File: src/ppu_pkg.sv
package ppu_pkg;

	typedef logic [12:0] vram_addr_t; // vram byte address
	typedef logic [7:0]  vram_data_t;
	typedef logic [7:0]  coord_t;     // line number or pixel position
	typedef logic [1:0]  color_t;     // colour index before palette

	typedef struct packed {
		logic bg_enable;
		logic bg_map_sel;    // 1 selects the high map
		logic tile_data_sel; // 1 selects unsigned numbering from 0
		logic win_enable;
		logic win_map_sel;
	} lcdc_t;

	typedef struct packed {
		coord_t scx;
		coord_t scy;
		coord_t wx;
		coord_t wy;
	} scroll_t;

	typedef enum logic [2:0] {
		fetch_idle,
		fetch_map,
		fetch_pat_lo,
		fetch_pat_hi,
		fetch_push // finished tile waits for the buffer
	} fetch_state_t;

	localparam vram_addr_t map_low_base     = 13'h1800;
	localparam vram_addr_t map_high_base    = 13'h1c00;
	localparam vram_addr_t signed_data_base = 13'h1000; // tile 0 of signed numbering
	localparam coord_t     win_x_offset     = 8'd7;

endpackage

File: src/window_trigger.sv
`timescale 1ns/1ps

module window_trigger #(
	parameter int line_pixels = 160
) (
	input  logic              clk,
	input  logic              reset,
	input  logic              frame_start,
	input  logic              line_start,
	input  logic              line_done,
	input  ppu_pkg::coord_t   line,
	input  ppu_pkg::lcdc_t    lcdc,
	input  ppu_pkg::scroll_t  scroll,
	input  ppu_pkg::coord_t   pixel_x,
	input  logic              tile_advance,
	output logic              win_active,
	output logic              win_restart,
	output ppu_pkg::coord_t   win_col,
	output ppu_pkg::coord_t   win_row
);
	import ppu_pkg::*;

	logic       wy_hit;    // window reached for this frame
	logic       line_on;
	logic       win_armed; // may still start on this line
	logic [8:0] start_x;
	logic [8:0] win_start;

	// wx at or below seven opens the window at the first pixel
	assign start_x = (scroll.wx <= win_x_offset) ? 9'd0 :
		{1'b0, scroll.wx - win_x_offset};

	assign win_restart = line_on && win_armed && wy_hit && ({1'b0, pixel_x} == win_start);

	always_ff @(posedge clk) begin
		if (reset) begin
			wy_hit     <= 1'b0;
			line_on    <= 1'b0;
			win_armed  <= 1'b0;
			win_active <= 1'b0;
			win_col    <= '0;
			win_row    <= '0;
		end else begin
			if (frame_start)
				wy_hit <= 1'b0;
			else if (line_start && !line_on && lcdc.win_enable && line == scroll.wy)
				wy_hit <= 1'b1;

			if (line_done) begin
				line_on <= 1'b0;
				if (win_active)
					win_row <= win_row + 8'd1; // internal window line counter
			end
			if (frame_start)
				win_row <= '0;

			if (line_start && !line_on) begin
				line_on    <= 1'b1;
				win_active <= 1'b0;
				win_armed  <= lcdc.win_enable && (start_x < 9'(line_pixels));
				win_col    <= '0;
			end else if (win_restart) begin
				win_active <= 1'b1;
				win_armed  <= 1'b0; // once per line
				win_col    <= '0;
			end else if (tile_advance && win_active) begin
				win_col <= win_col + 8'd1;
			end
		end
	end

	always_ff @(posedge clk) begin
		if (line_start && !line_on)
			win_start <= start_x;
	end

endmodule

File: src/tile_fetcher.sv
`timescale 1ns/1ps

module tile_fetcher (
	input  logic                 clk,
	input  logic                 reset,
	input  logic                 line_start,
	input  ppu_pkg::coord_t      line,
	input  ppu_pkg::lcdc_t       lcdc,
	input  ppu_pkg::scroll_t     scroll,
	input  logic                 win_active,
	input  logic                 win_restart,
	input  ppu_pkg::coord_t      win_col,
	input  ppu_pkg::coord_t      win_row,
	input  logic                 need_tile,
	output ppu_pkg::vram_addr_t  vram_adr,
	output logic                 vram_cyc,
	output logic                 vram_stb,
	input  logic                 vram_ack,
	input  ppu_pkg::vram_data_t  vram_dat_r,
	output ppu_pkg::vram_data_t  tile_lo,
	output ppu_pkg::vram_data_t  tile_hi,
	output logic                 tile_ready,
	input  logic                 tile_taken,
	output logic                 tile_advance
);
	import ppu_pkg::*;

	fetch_state_t state;
	logic         bus_active;
	logic         pending;  // restart waits for the bus cycle in flight
	logic         restart;
	logic         hi_done;
	logic         tile_push;
	logic [4:0]   bg_count; // background tiles pushed this line
	logic [4:0]   bg_col;
	logic [4:0]   map_row;
	logic [4:0]   map_col;
	logic [2:0]   fine_row;
	coord_t       bg_row;
	coord_t       cfg_line;
	coord_t       cfg_scx;
	coord_t       cfg_scy;
	lcdc_t        cfg_lcdc;
	vram_data_t   tile_num;
	vram_data_t   pat_lo;
	vram_data_t   pat_hi;
	vram_data_t   push_hi;
	vram_addr_t   map_base;
	vram_addr_t   map_addr;
	vram_addr_t   tile_base;
	vram_addr_t   pat_addr;

	assign vram_cyc = bus_active;
	assign vram_stb = bus_active;

	assign bg_row   = cfg_line + cfg_scy;
	assign bg_col   = cfg_scx[7:3] + bg_count; // wraps at 32
	assign map_row  = win_active ? win_row[7:3] : bg_row[7:3];
	assign map_col  = win_active ? win_col[4:0] : bg_col;
	assign fine_row = win_active ? win_row[2:0] : bg_row[2:0];
	assign map_base = (win_active ? cfg_lcdc.win_map_sel : cfg_lcdc.bg_map_sel) ?
		map_high_base : map_low_base;
	assign map_addr = map_base + {3'b000, map_row, map_col};

	// signed numbering centres tile 0 on signed_data_base
	assign tile_base = cfg_lcdc.tile_data_sel ? {1'b0, tile_num, 4'b0000} :
		signed_data_base + {tile_num[7], tile_num, 4'b0000};
	assign pat_addr  = tile_base + {9'd0, fine_row, 1'b0} +
		{12'd0, state == fetch_pat_hi};

	assign restart   = line_start || win_restart;
	assign hi_done   = state == fetch_pat_hi && bus_active && vram_ack;
	assign tile_push = !restart && !pending && (!tile_ready || tile_taken) &&
		(state == fetch_push || hi_done);
	assign tile_advance = tile_push;
	assign push_hi   = (state == fetch_push) ? pat_hi : vram_dat_r;

	always_ff @(posedge clk) begin
		if (reset) begin
			state      <= fetch_idle;
			bus_active <= 1'b0;
			pending    <= 1'b0;
			tile_ready <= 1'b0;
			bg_count   <= '0;
		end else begin
			if (restart)
				tile_ready <= 1'b0; // held tile is stale
			else if (tile_push)
				tile_ready <= 1'b1;
			else if (tile_taken)
				tile_ready <= 1'b0;

			if (line_start)
				bg_count <= '0;
			else if (tile_push && !win_active)
				bg_count <= bg_count + 5'd1;

			if (restart) begin
				if (bus_active && !vram_ack) begin
					pending <= 1'b1;
				end else begin
					bus_active <= 1'b0;
					pending    <= 1'b0;
					state      <= fetch_idle;
				end
			end else if (bus_active) begin
				if (vram_ack) begin
					bus_active <= 1'b0;
					if (pending) begin
						pending <= 1'b0;
						state   <= fetch_idle;
					end else begin
						case (state)
							fetch_map:    state <= fetch_pat_lo;
							fetch_pat_lo: state <= fetch_pat_hi;
							fetch_pat_hi: begin
								if (tile_push)
									state <= need_tile ? fetch_map : fetch_idle;
								else
									state <= fetch_push;
							end
							default:      state <= fetch_idle;
						endcase
					end
				end
			end else begin
				case (state)
					fetch_idle: if (need_tile) state <= fetch_map;
					fetch_map, fetch_pat_lo, fetch_pat_hi: bus_active <= 1'b1;
					fetch_push: begin
						if (tile_push)
							state <= need_tile ? fetch_map : fetch_idle;
					end
					default:    state <= fetch_idle;
				endcase
			end
		end
	end

	always_ff @(posedge clk) begin
		if (line_start) begin
			cfg_line <= line;
			cfg_scx  <= scroll.scx;
			cfg_scy  <= scroll.scy;
			cfg_lcdc <= lcdc;
		end
		if (!bus_active && (state == fetch_map || state == fetch_pat_lo ||
				state == fetch_pat_hi))
			vram_adr <= (state == fetch_map) ? map_addr : pat_addr; // held for the cycle
		if (bus_active && vram_ack) begin
			if (state == fetch_map)
				tile_num <= vram_dat_r;
			if (state == fetch_pat_lo)
				pat_lo <= vram_dat_r;
			if (state == fetch_pat_hi)
				pat_hi <= vram_dat_r;
		end
		if (tile_push) begin
			tile_lo <= cfg_lcdc.bg_enable ? pat_lo : '0; // layer off shows colour 0
			tile_hi <= cfg_lcdc.bg_enable ? push_hi : '0;
		end
	end

endmodule

File: src/pixel_shifter.sv
`timescale 1ns/1ps

module pixel_shifter #(
	parameter int line_pixels = 160
) (
	input  logic                 clk,
	input  logic                 reset,
	input  logic                 line_start,
	input  ppu_pkg::scroll_t     scroll,
	input  logic                 win_restart,
	input  ppu_pkg::vram_data_t  tile_lo,
	input  ppu_pkg::vram_data_t  tile_hi,
	input  logic                 tile_ready,
	output logic                 tile_taken,
	output logic                 need_tile,
	output ppu_pkg::color_t      pix_color,
	output logic                 pix_valid,
	input  logic                 pix_ready,
	output ppu_pkg::coord_t      pixel_x,
	output logic                 line_done,
	output logic                 line_busy
);
	import ppu_pkg::*;

	vram_data_t sh_lo;
	vram_data_t sh_hi;
	logic [3:0] count;   // pixels left in the shift registers
	logic [2:0] discard; // fine-scroll pixels still to drop
	logic       accept;
	logic       pop;
	logic       last_pixel;
	logic [9:0] filled;
	logic [9:0] limit;

	assign pix_color  = {sh_hi[7], sh_lo[7]}; // msb first
	assign pix_valid  = line_busy && count != 4'd0 && discard == 3'd0 && !win_restart;
	assign accept     = pix_valid && pix_ready;
	assign pop        = accept ||
		(line_busy && count != 4'd0 && discard != 3'd0 && !win_restart);
	assign tile_taken = line_busy && tile_ready && !win_restart &&
		(count == 4'd0 || (count == 4'd1 && pop));
	assign last_pixel = accept && pixel_x == coord_t'(line_pixels - 1);

	// stop asking once the queued pixels cover the rest of the line
	assign filled    = 10'(pixel_x) + 10'(count) + (tile_ready ? 10'd8 : 10'd0);
	assign limit     = 10'(line_pixels) + 10'(discard);
	assign need_tile = line_busy && filled < limit;

	always_ff @(posedge clk) begin
		if (reset) begin
			line_busy <= 1'b0;
			line_done <= 1'b0;
			count     <= '0;
			discard   <= '0;
			pixel_x   <= '0;
		end else begin
			line_done <= last_pixel;
			if (line_start && !line_busy) begin
				line_busy <= 1'b1;
				count     <= '0;
				discard   <= scroll.scx[2:0];
				pixel_x   <= '0;
			end else if (win_restart) begin
				count   <= '0; // window pixels replace the rest
				discard <= '0;
			end else begin
				if (tile_taken)
					count <= 4'd8;
				else if (pop)
					count <= count - 4'd1;
				if (pop && discard != 3'd0)
					discard <= discard - 3'd1;
				if (accept)
					pixel_x <= pixel_x + 8'd1;
				if (last_pixel)
					line_busy <= 1'b0;
			end
		end
	end

	always_ff @(posedge clk) begin
		if (tile_taken) begin
			sh_lo <= tile_lo;
			sh_hi <= tile_hi;
		end else if (pop) begin
			sh_lo <= {sh_lo[6:0], 1'b0};
			sh_hi <= {sh_hi[6:0], 1'b0};
		end
	end

endmodule

File: src/line_renderer.sv
`timescale 1ns/1ps

module line_renderer #(
	parameter int line_pixels = 160
) (
	input  logic                 clk,
	input  logic                 reset,
	input  logic                 frame_start,
	input  logic                 line_start,
	input  ppu_pkg::coord_t      line,
	input  ppu_pkg::lcdc_t       lcdc,
	input  ppu_pkg::scroll_t     scroll,
	output ppu_pkg::vram_addr_t  vram_adr,
	input  ppu_pkg::vram_data_t  vram_dat_r,
	output logic                 vram_cyc,
	output logic                 vram_stb,
	input  logic                 vram_ack,
	output ppu_pkg::color_t      pix_color,
	output logic                 pix_valid,
	input  logic                 pix_ready,
	output logic                 line_busy
);
	import ppu_pkg::*;

	logic       win_active;
	logic       win_restart;
	coord_t     win_col;
	coord_t     win_row;
	coord_t     pixel_x;
	logic       need_tile;
	logic       line_done;
	vram_data_t tile_lo;
	vram_data_t tile_hi;
	logic       tile_ready;
	logic       tile_taken;
	logic       tile_advance;

	window_trigger #(
		.line_pixels (line_pixels)
	) window_trigger_inst (
		.clk          (clk),
		.reset        (reset),
		.frame_start  (frame_start),
		.line_start   (line_start),
		.line_done    (line_done),
		.line         (line),
		.lcdc         (lcdc),
		.scroll       (scroll),
		.pixel_x      (pixel_x),
		.tile_advance (tile_advance),
		.win_active   (win_active),
		.win_restart  (win_restart),
		.win_col      (win_col),
		.win_row      (win_row)
	);

	tile_fetcher tile_fetcher_inst (
		.clk          (clk),
		.reset        (reset),
		.line_start   (line_start),
		.line         (line),
		.lcdc         (lcdc),
		.scroll       (scroll),
		.win_active   (win_active),
		.win_restart  (win_restart),
		.win_col      (win_col),
		.win_row      (win_row),
		.need_tile    (need_tile),
		.vram_adr     (vram_adr),
		.vram_cyc     (vram_cyc),
		.vram_stb     (vram_stb),
		.vram_ack     (vram_ack),
		.vram_dat_r   (vram_dat_r),
		.tile_lo      (tile_lo),
		.tile_hi      (tile_hi),
		.tile_ready   (tile_ready),
		.tile_taken   (tile_taken),
		.tile_advance (tile_advance)
	);

	pixel_shifter #(
		.line_pixels (line_pixels)
	) pixel_shifter_inst (
		.clk         (clk),
		.reset       (reset),
		.line_start  (line_start),
		.scroll      (scroll),
		.win_restart (win_restart),
		.tile_lo     (tile_lo),
		.tile_hi     (tile_hi),
		.tile_ready  (tile_ready),
		.tile_taken  (tile_taken),
		.need_tile   (need_tile),
		.pix_color   (pix_color),
		.pix_valid   (pix_valid),
		.pix_ready   (pix_ready),
		.pixel_x     (pixel_x),
		.line_done   (line_done),
		.line_busy   (line_busy)
	);

endmodule

File: config.mk
export PLATFORM = sky130hd
export DESIGN_NAME = line_renderer
export DESIGN_NICKNAME = d
export VERILOG_FILES = /design/src/ppu_pkg.sv /design/src/window_trigger.sv /design/src/tile_fetcher.sv /design/src/pixel_shifter.sv /design/src/line_renderer.sv
export SDC_FILE = /design/constraint.sdc
export NUM_CORES = 1
export LEC_CHECK = 0
export BUFFER_PORTS_ARGS = -buffer_cell sky130_fd_sc_hd__buf_2
export CAP_MARGIN = 10
export CORE_MARGIN = 1
export CORE_UTILIZATION = 40
export DETAILED_ROUTE_END_ITERATION = 6
export HOLD_SLACK_MARGIN = 0.12
export PLACE_DENSITY = 0.6
export SKIP_CTS_REPAIR_TIMING = 1
export SYNTH_ARGS = -nofsm -noshare
export SYNTH_HDL_FRONTEND = slang
export SYNTH_SLANG_ARGS = --single-unit
File: constraint.sdc
create_clock -name clk -period 3.07 [get_ports clk]
set_input_delay 0.307 -clock clk [delete_from_list [all_inputs] [get_ports clk]]
set_output_delay 0.307 -clock clk [all_outputs]
set_load 0.03 [all_outputs]
### Word level (Yosys, flattened, before mapping)

Index checks and enable logic that the tools add are counted.

* register bits after elaboration: 154
* bits of input ports: 59

* $add $sub $neg: 16
* order comparisons: 3
* equal/unequal tests: 14
* mux-type cells: 48
* bitwise gates (word level): 1
* reductions and logical operators: 77

Operator list (number)
* 8-bit two-way mux: 6
* 3-bit two-way mux: 12
* 1-bit logical AND: 31
* 13-bit two-way mux: 2
* 8-bit by 1-bit adder with 8-bit output (second input constant): 3
* 1-bit two-way mux: 20
* 3-bit one-hot mux with 3 select lines: 2
* 2-bit AND reduction: 7
* 2-bit nonzero test: 7
* 13-bit by 1-bit adder with 13-bit output: 1
* 13-bit by 10-bit adder with 13-bit output: 1
* 13-bit adder (first input constant): 1
* 13-bit by 4-bit adder with 13-bit output: 1
* 4-bit two-way mux: 3
* 11-bit two-way mux: 1
* 10-bit adder: 1
* 10-bit < comparator: 1
* 5-bit two-way mux: 2
* 2-bit OR reduction: 5
* 8-bit by 3-bit adder with 9-bit output (first input constant): 1
* 8-bit by 4-bit adder with 9-bit output: 1
* 8-bit by 9-bit equality test with 1-bit output: 1
* 1-bit logical NOT: 9
* 9-bit by 8-bit < comparator with 1-bit output (second input constant): 1
* other kinds (26): 39

### Longest topological paths before layout

* word-level depth: 19
* mapped depth: 15

### Modules after synthesis

A second synthesis with hierarchy kept.

* cell total of the unflattened synthesis: 635
* area total of the unflattened synthesis: 7310.8 µm²

Modules (own cells, without submodules)
* tile_fetcher: times used 1, cells each 294, area each 3875.0 µm²
* pixel_shifter: times used 1, cells each 187, area each 1950.6 µm²
* window_trigger: times used 1, cells each 154, area each 1485.2 µm²

### Worst setup path before layout

Ideal clock, no wire load.

* kind: register -> register
* from: register pixel_shifter_inst.pixel_x[0]
* to: register tile_fetcher_inst.state[0]
* library setup time: 0.087 ns
* data arrival time: 3.141 ns
* slack: -0.158 ns
* cell stages (with the launch flop): 16
* buffers on the path: 0
* cells stage by stage: dfxtp_1 -> ha_1 -> inv_1 -> fa_1 -> nor2b_1 -> o21a_1 -> o21ai_0 -> and2_1 -> ha_1 -> nor3_1 -> o21ai_0 -> a211oi_1 -> a211oi_1 -> o41ai_2 -> o2111ai_1 -> o31ai_1

* word-level cells in the longest chain between the ends: 18

Ends and longest elaborated chain
* start, declared: line pixel_shifter.sv:19 `output ppu_pkg::coord_t pixel_x,`
* start signal, assigned: line pixel_shifter.sv:74 `pixel_x <= pixel_x + 8'd1;`
* parallel branches: the longest is 18 deep, another holds 10-bit adder
* end signal, assigned: line tile_fetcher.sv:104 `state <= fetch_idle;`
* end signal, assigned: line tile_fetcher.sv:111 `state <= fetch_idle;`
* end signal, assigned: line tile_fetcher.sv:114 `fetch_map: state <= fetch_pat_lo;`
* end, declared: line tile_fetcher.sv:28 `fetch_state_t state;`

Parallel ways; which one is timed is not known. The select of a mux whose other input is x is not followed.
A chain may end at the register's enable or synchronous reset.

### Final worst setup path

* from: register pixel_shifter_inst.count[0]
* to: register tile_fetcher_inst.state[0]

* word-level cells in the longest chain between the ends: 18

Ends and longest elaborated chain
* start, declared: line pixel_shifter.sv:27 `logic [3:0] count;`
* start signal, assigned: line pixel_shifter.sv:70 `count <= count - 4'd1;`
* parallel branches: the longest is 18 deep, another holds 10-bit adder

Parallel ways; which one is timed is not known. The select of a mux whose other input is x is not followed.

==> reports/results.ini <==
[die]
io_pins=78
row_count=48
start_util_pct=40.9
dieArea_um2=18200
die_y_um=135
die_w_um=135
core_area_um2=17200

[sta]
worst-slew-pin-transition_ns=0.775
setup_viol=1
period_needed_ns=3.09
clock.fmax_mhz=324
maxSlewHeadroom_pct=48.3
slew_violations=0
min_period_over_period_pct=101
hold_violations=0
fin_hold_ws_ns=0.125
fin_ws_ns=-0.0173
rsz0062_at_grt=yes
skew_ns=0.00981

[synthesis]
synth_top_cell_by_area=edfxtp_1
ys_warn_count=0
ys_seq_area_share_pct=56.2
ys_ff_latch=147
synth_most_common_cell=edfxtp_1
synth_top_area_share_pct=43.5
synthCells=614
yosysUniqueCellTypes=63
synth_area_leaders=edfxtp_1, dfxtp_1, ha_1
syn_nets=704
syn-cell-area_um2=7050
async_flop_share_pct=0
synth_edf_count=102
synthTopCellsByCount=edfxtp_1, nor2_1, nand2_1
yosys_most_used_dff=edfxtp_1
synth_area_per_cell_um2=11.5

[routing]
first_pass_iters=4
post-route-drc-count=0
drt_iter0_markers=260
viasPerCell=5.01
route.final.wire_length_um=14300
ant_nets=0
vias=4872
wl_per_cell_um=14.7

[run]
cap_viol_max_count=0

[grt]
antenna_found_initial=1
use_met3_pct=3.79
gr-usage-met2_pct=27.8
grt_pass1_vias=4733
overflow=0
grtUsageMet1_pct=20.1
grt_use_total_pct=16.3
grt_pass1_wl_um=22700
grt-busiest-layer=met2
grt_max_degree=31

[setup_path]
critical_path.max_fanout=5
start_kind=flop
endpoint_kind=flop
required_ns=3.40
arrival_ns=3.41
worstSetupPathType=flop to flop

[clocking]
cts-buffers-inserted=17
clock_path_buffers=2
htree_levels=4
clock_latency_ns=0.42
cts_tree=built
clkTransAtPathRegs_ns=0.06
cts_sinks=147
root_buffer=clkbuf_16

[power]
p_leak_nw=3.30
power.density_nw_per_um2=539
ir_worst_vdd_v=0.000370

[final_layout]
drive_gt1_share_pct=23.2
fin_nets=824
diodes=0
areaGrowthSynthToFinish_pct=23.4

[run_status]
status=complete, but fails checks
failed_checks=negative setup slack

[place]
dp_hpwl_um=10300
portBuffers=77
gp_congestion=0.814
dp_slack_ns=-0.177

[min_path]
min_path_type=input pin to flop

==> logic make-up (layout without fill, tap and decap cells) <==
group                    after synthesis  count (layout)  share of synthesized area, %
adder cells (fa/ha/maj)               31              31                          5.82
flip-flops                           147             147                          56.2
buffers and inverters                 52             185                          3.14
AND/OR/NAND/NOR                      206             206                          14.8
multiplexers                          25              25                          3.98
XOR/XNOR                              59              59                          7.33
AO/OA/AOI/OAI                         94              94                          8.66
==> placed cells by master, fill, tap and decap left out, types with 3 or more instances in the layout <==
master	instances
clkbuf_16	17
xor2_1	21
nor3_2	3
nor2b_1	4
or3_1	6
a21boi_0	10
a21o_1	5
or2_2	4
inv_6	8
edfxtp_1	102
dlygate4sd3_1	26
nand3_1	6
ha_1	26
clkinvlp_4	3
o31ai_1	3
nor3b_1	5
dfxtp_1	43
buf_4	22
mux2_2	14
a31oi_1	3
a211oi_1	4
nand2_1	48
and2_1	12
nand2b_1	6
nand4_1	12
a211o_1	3
inv_1	26
nor2_1	66
a21oi_1	26
o21ai_0	17
mux2i_1	10
buf_2	77
nor3_1	13
xnor2_1	38
==> state kept, by name (all words and copies together), names as in the netlist, 4 cells and up <==
| register | flops |
|---|---|
| tile_fetcher_inst.vram_adr | 13 |
| pixel_shifter_inst.pixel_x | 8 |
| pixel_shifter_inst.sh_hi | 8 |
| pixel_shifter_inst.sh_lo | 8 |
| tile_fetcher_inst.cfg_line | 8 |
| tile_fetcher_inst.cfg_scy | 8 |
| tile_fetcher_inst.pat_hi | 8 |
| tile_fetcher_inst.pat_lo | 8 |
| tile_fetcher_inst.tile_hi | 8 |
| tile_fetcher_inst.tile_lo | 8 |
| tile_fetcher_inst.tile_num | 8 |
| window_trigger_inst.win_row | 8 |
| window_trigger_inst.win_start | 8 |
| tile_fetcher_inst.bg_count | 5 |
| tile_fetcher_inst.cfg_scx | 5 |
| window_trigger_inst.win_col | 5 |
| pixel_shifter_inst.count | 4 |
| tile_fetcher_inst.cfg_lcdc | 4 |
==> worst max-delay path, stage by stage (launching register included) <==
cell and delay [ns]:
dfxtp_2 0.34, ha_4 0.16, inv_2 0.05, fa_2 0.22, nor2b_4 0.05, o21a_1 0.18, or3_1 0.32, and2_1 0.15
ha_1 0.30, nor3_2 0.13, o21ai_2 0.09, a211oi_2 0.25, a211oi_2 0.07, o41ai_2 0.27, buf_4 0.18, o2111ai_1 0.12
o31ai_1 0.10
==> worst paths after layout <==
| kind | startpoint | end | slack, ns | cells after the start |
|---|---|---|---|---|
| setup / recovery | pixel_shifter_inst.count[0] | tile_fetcher_inst.state[0] | -0.02 | 16 |
| hold reg to reg | pixel_shifter_inst.line_done | window_trigger_inst.line_on | 0.46 | 1 |
| setup reg to reg | pixel_shifter_inst.count[0] | tile_fetcher_inst.state[0] | -0.02 | 16 |
| hold / removal | scroll[24] | pixel_shifter_inst.discard[0] | 0.12 | 3 |
==> final cells by class <==
cell class	count	area (um^2)
repair buffers	126	831
well taps	225	282
clock buffers	17	425
multi-input cells	415	2930
flip-flops and latches	147	3970
inverters	27	101
clock inverters	15	170
fillers	1535	8530
==> layer usage <==
metal | vias to the layer above | routed length (um)
met3 | 20 | 518
met1 | 2299 | 6420
met2 | 113 | 7180
li1 | 2440 | -
met5 | - | 0
met4 | 0 | 209
==> metrics by stage <==
stage	power [mW]	cells	area (um^2)	TNS, ns	utilization, %
after floorplan	2.48	614	7050	0	-
after global placement	2.61	913	7780	0	45.2
after detailed placement	2.62	913	7780	-0.382	45.2
after CTS	4.72	945	8380	-0.474	48.6
after global routing	4.88	972	8700	-0.314	50.5
final	4.69	972	8700	-0.0173	50.5
==> where the power goes <==
part           total (mW)  internal, mW  leakage [nW]  switching (mW)
registers            2.21          2.18          1.31          0.0291
clock network        2.08          1.22         0.283           0.865
logic               0.397         0.177          1.71           0.221
total                4.69          3.58          3.30            1.12
Note: power is estimated with default switching activity, not from simulation.
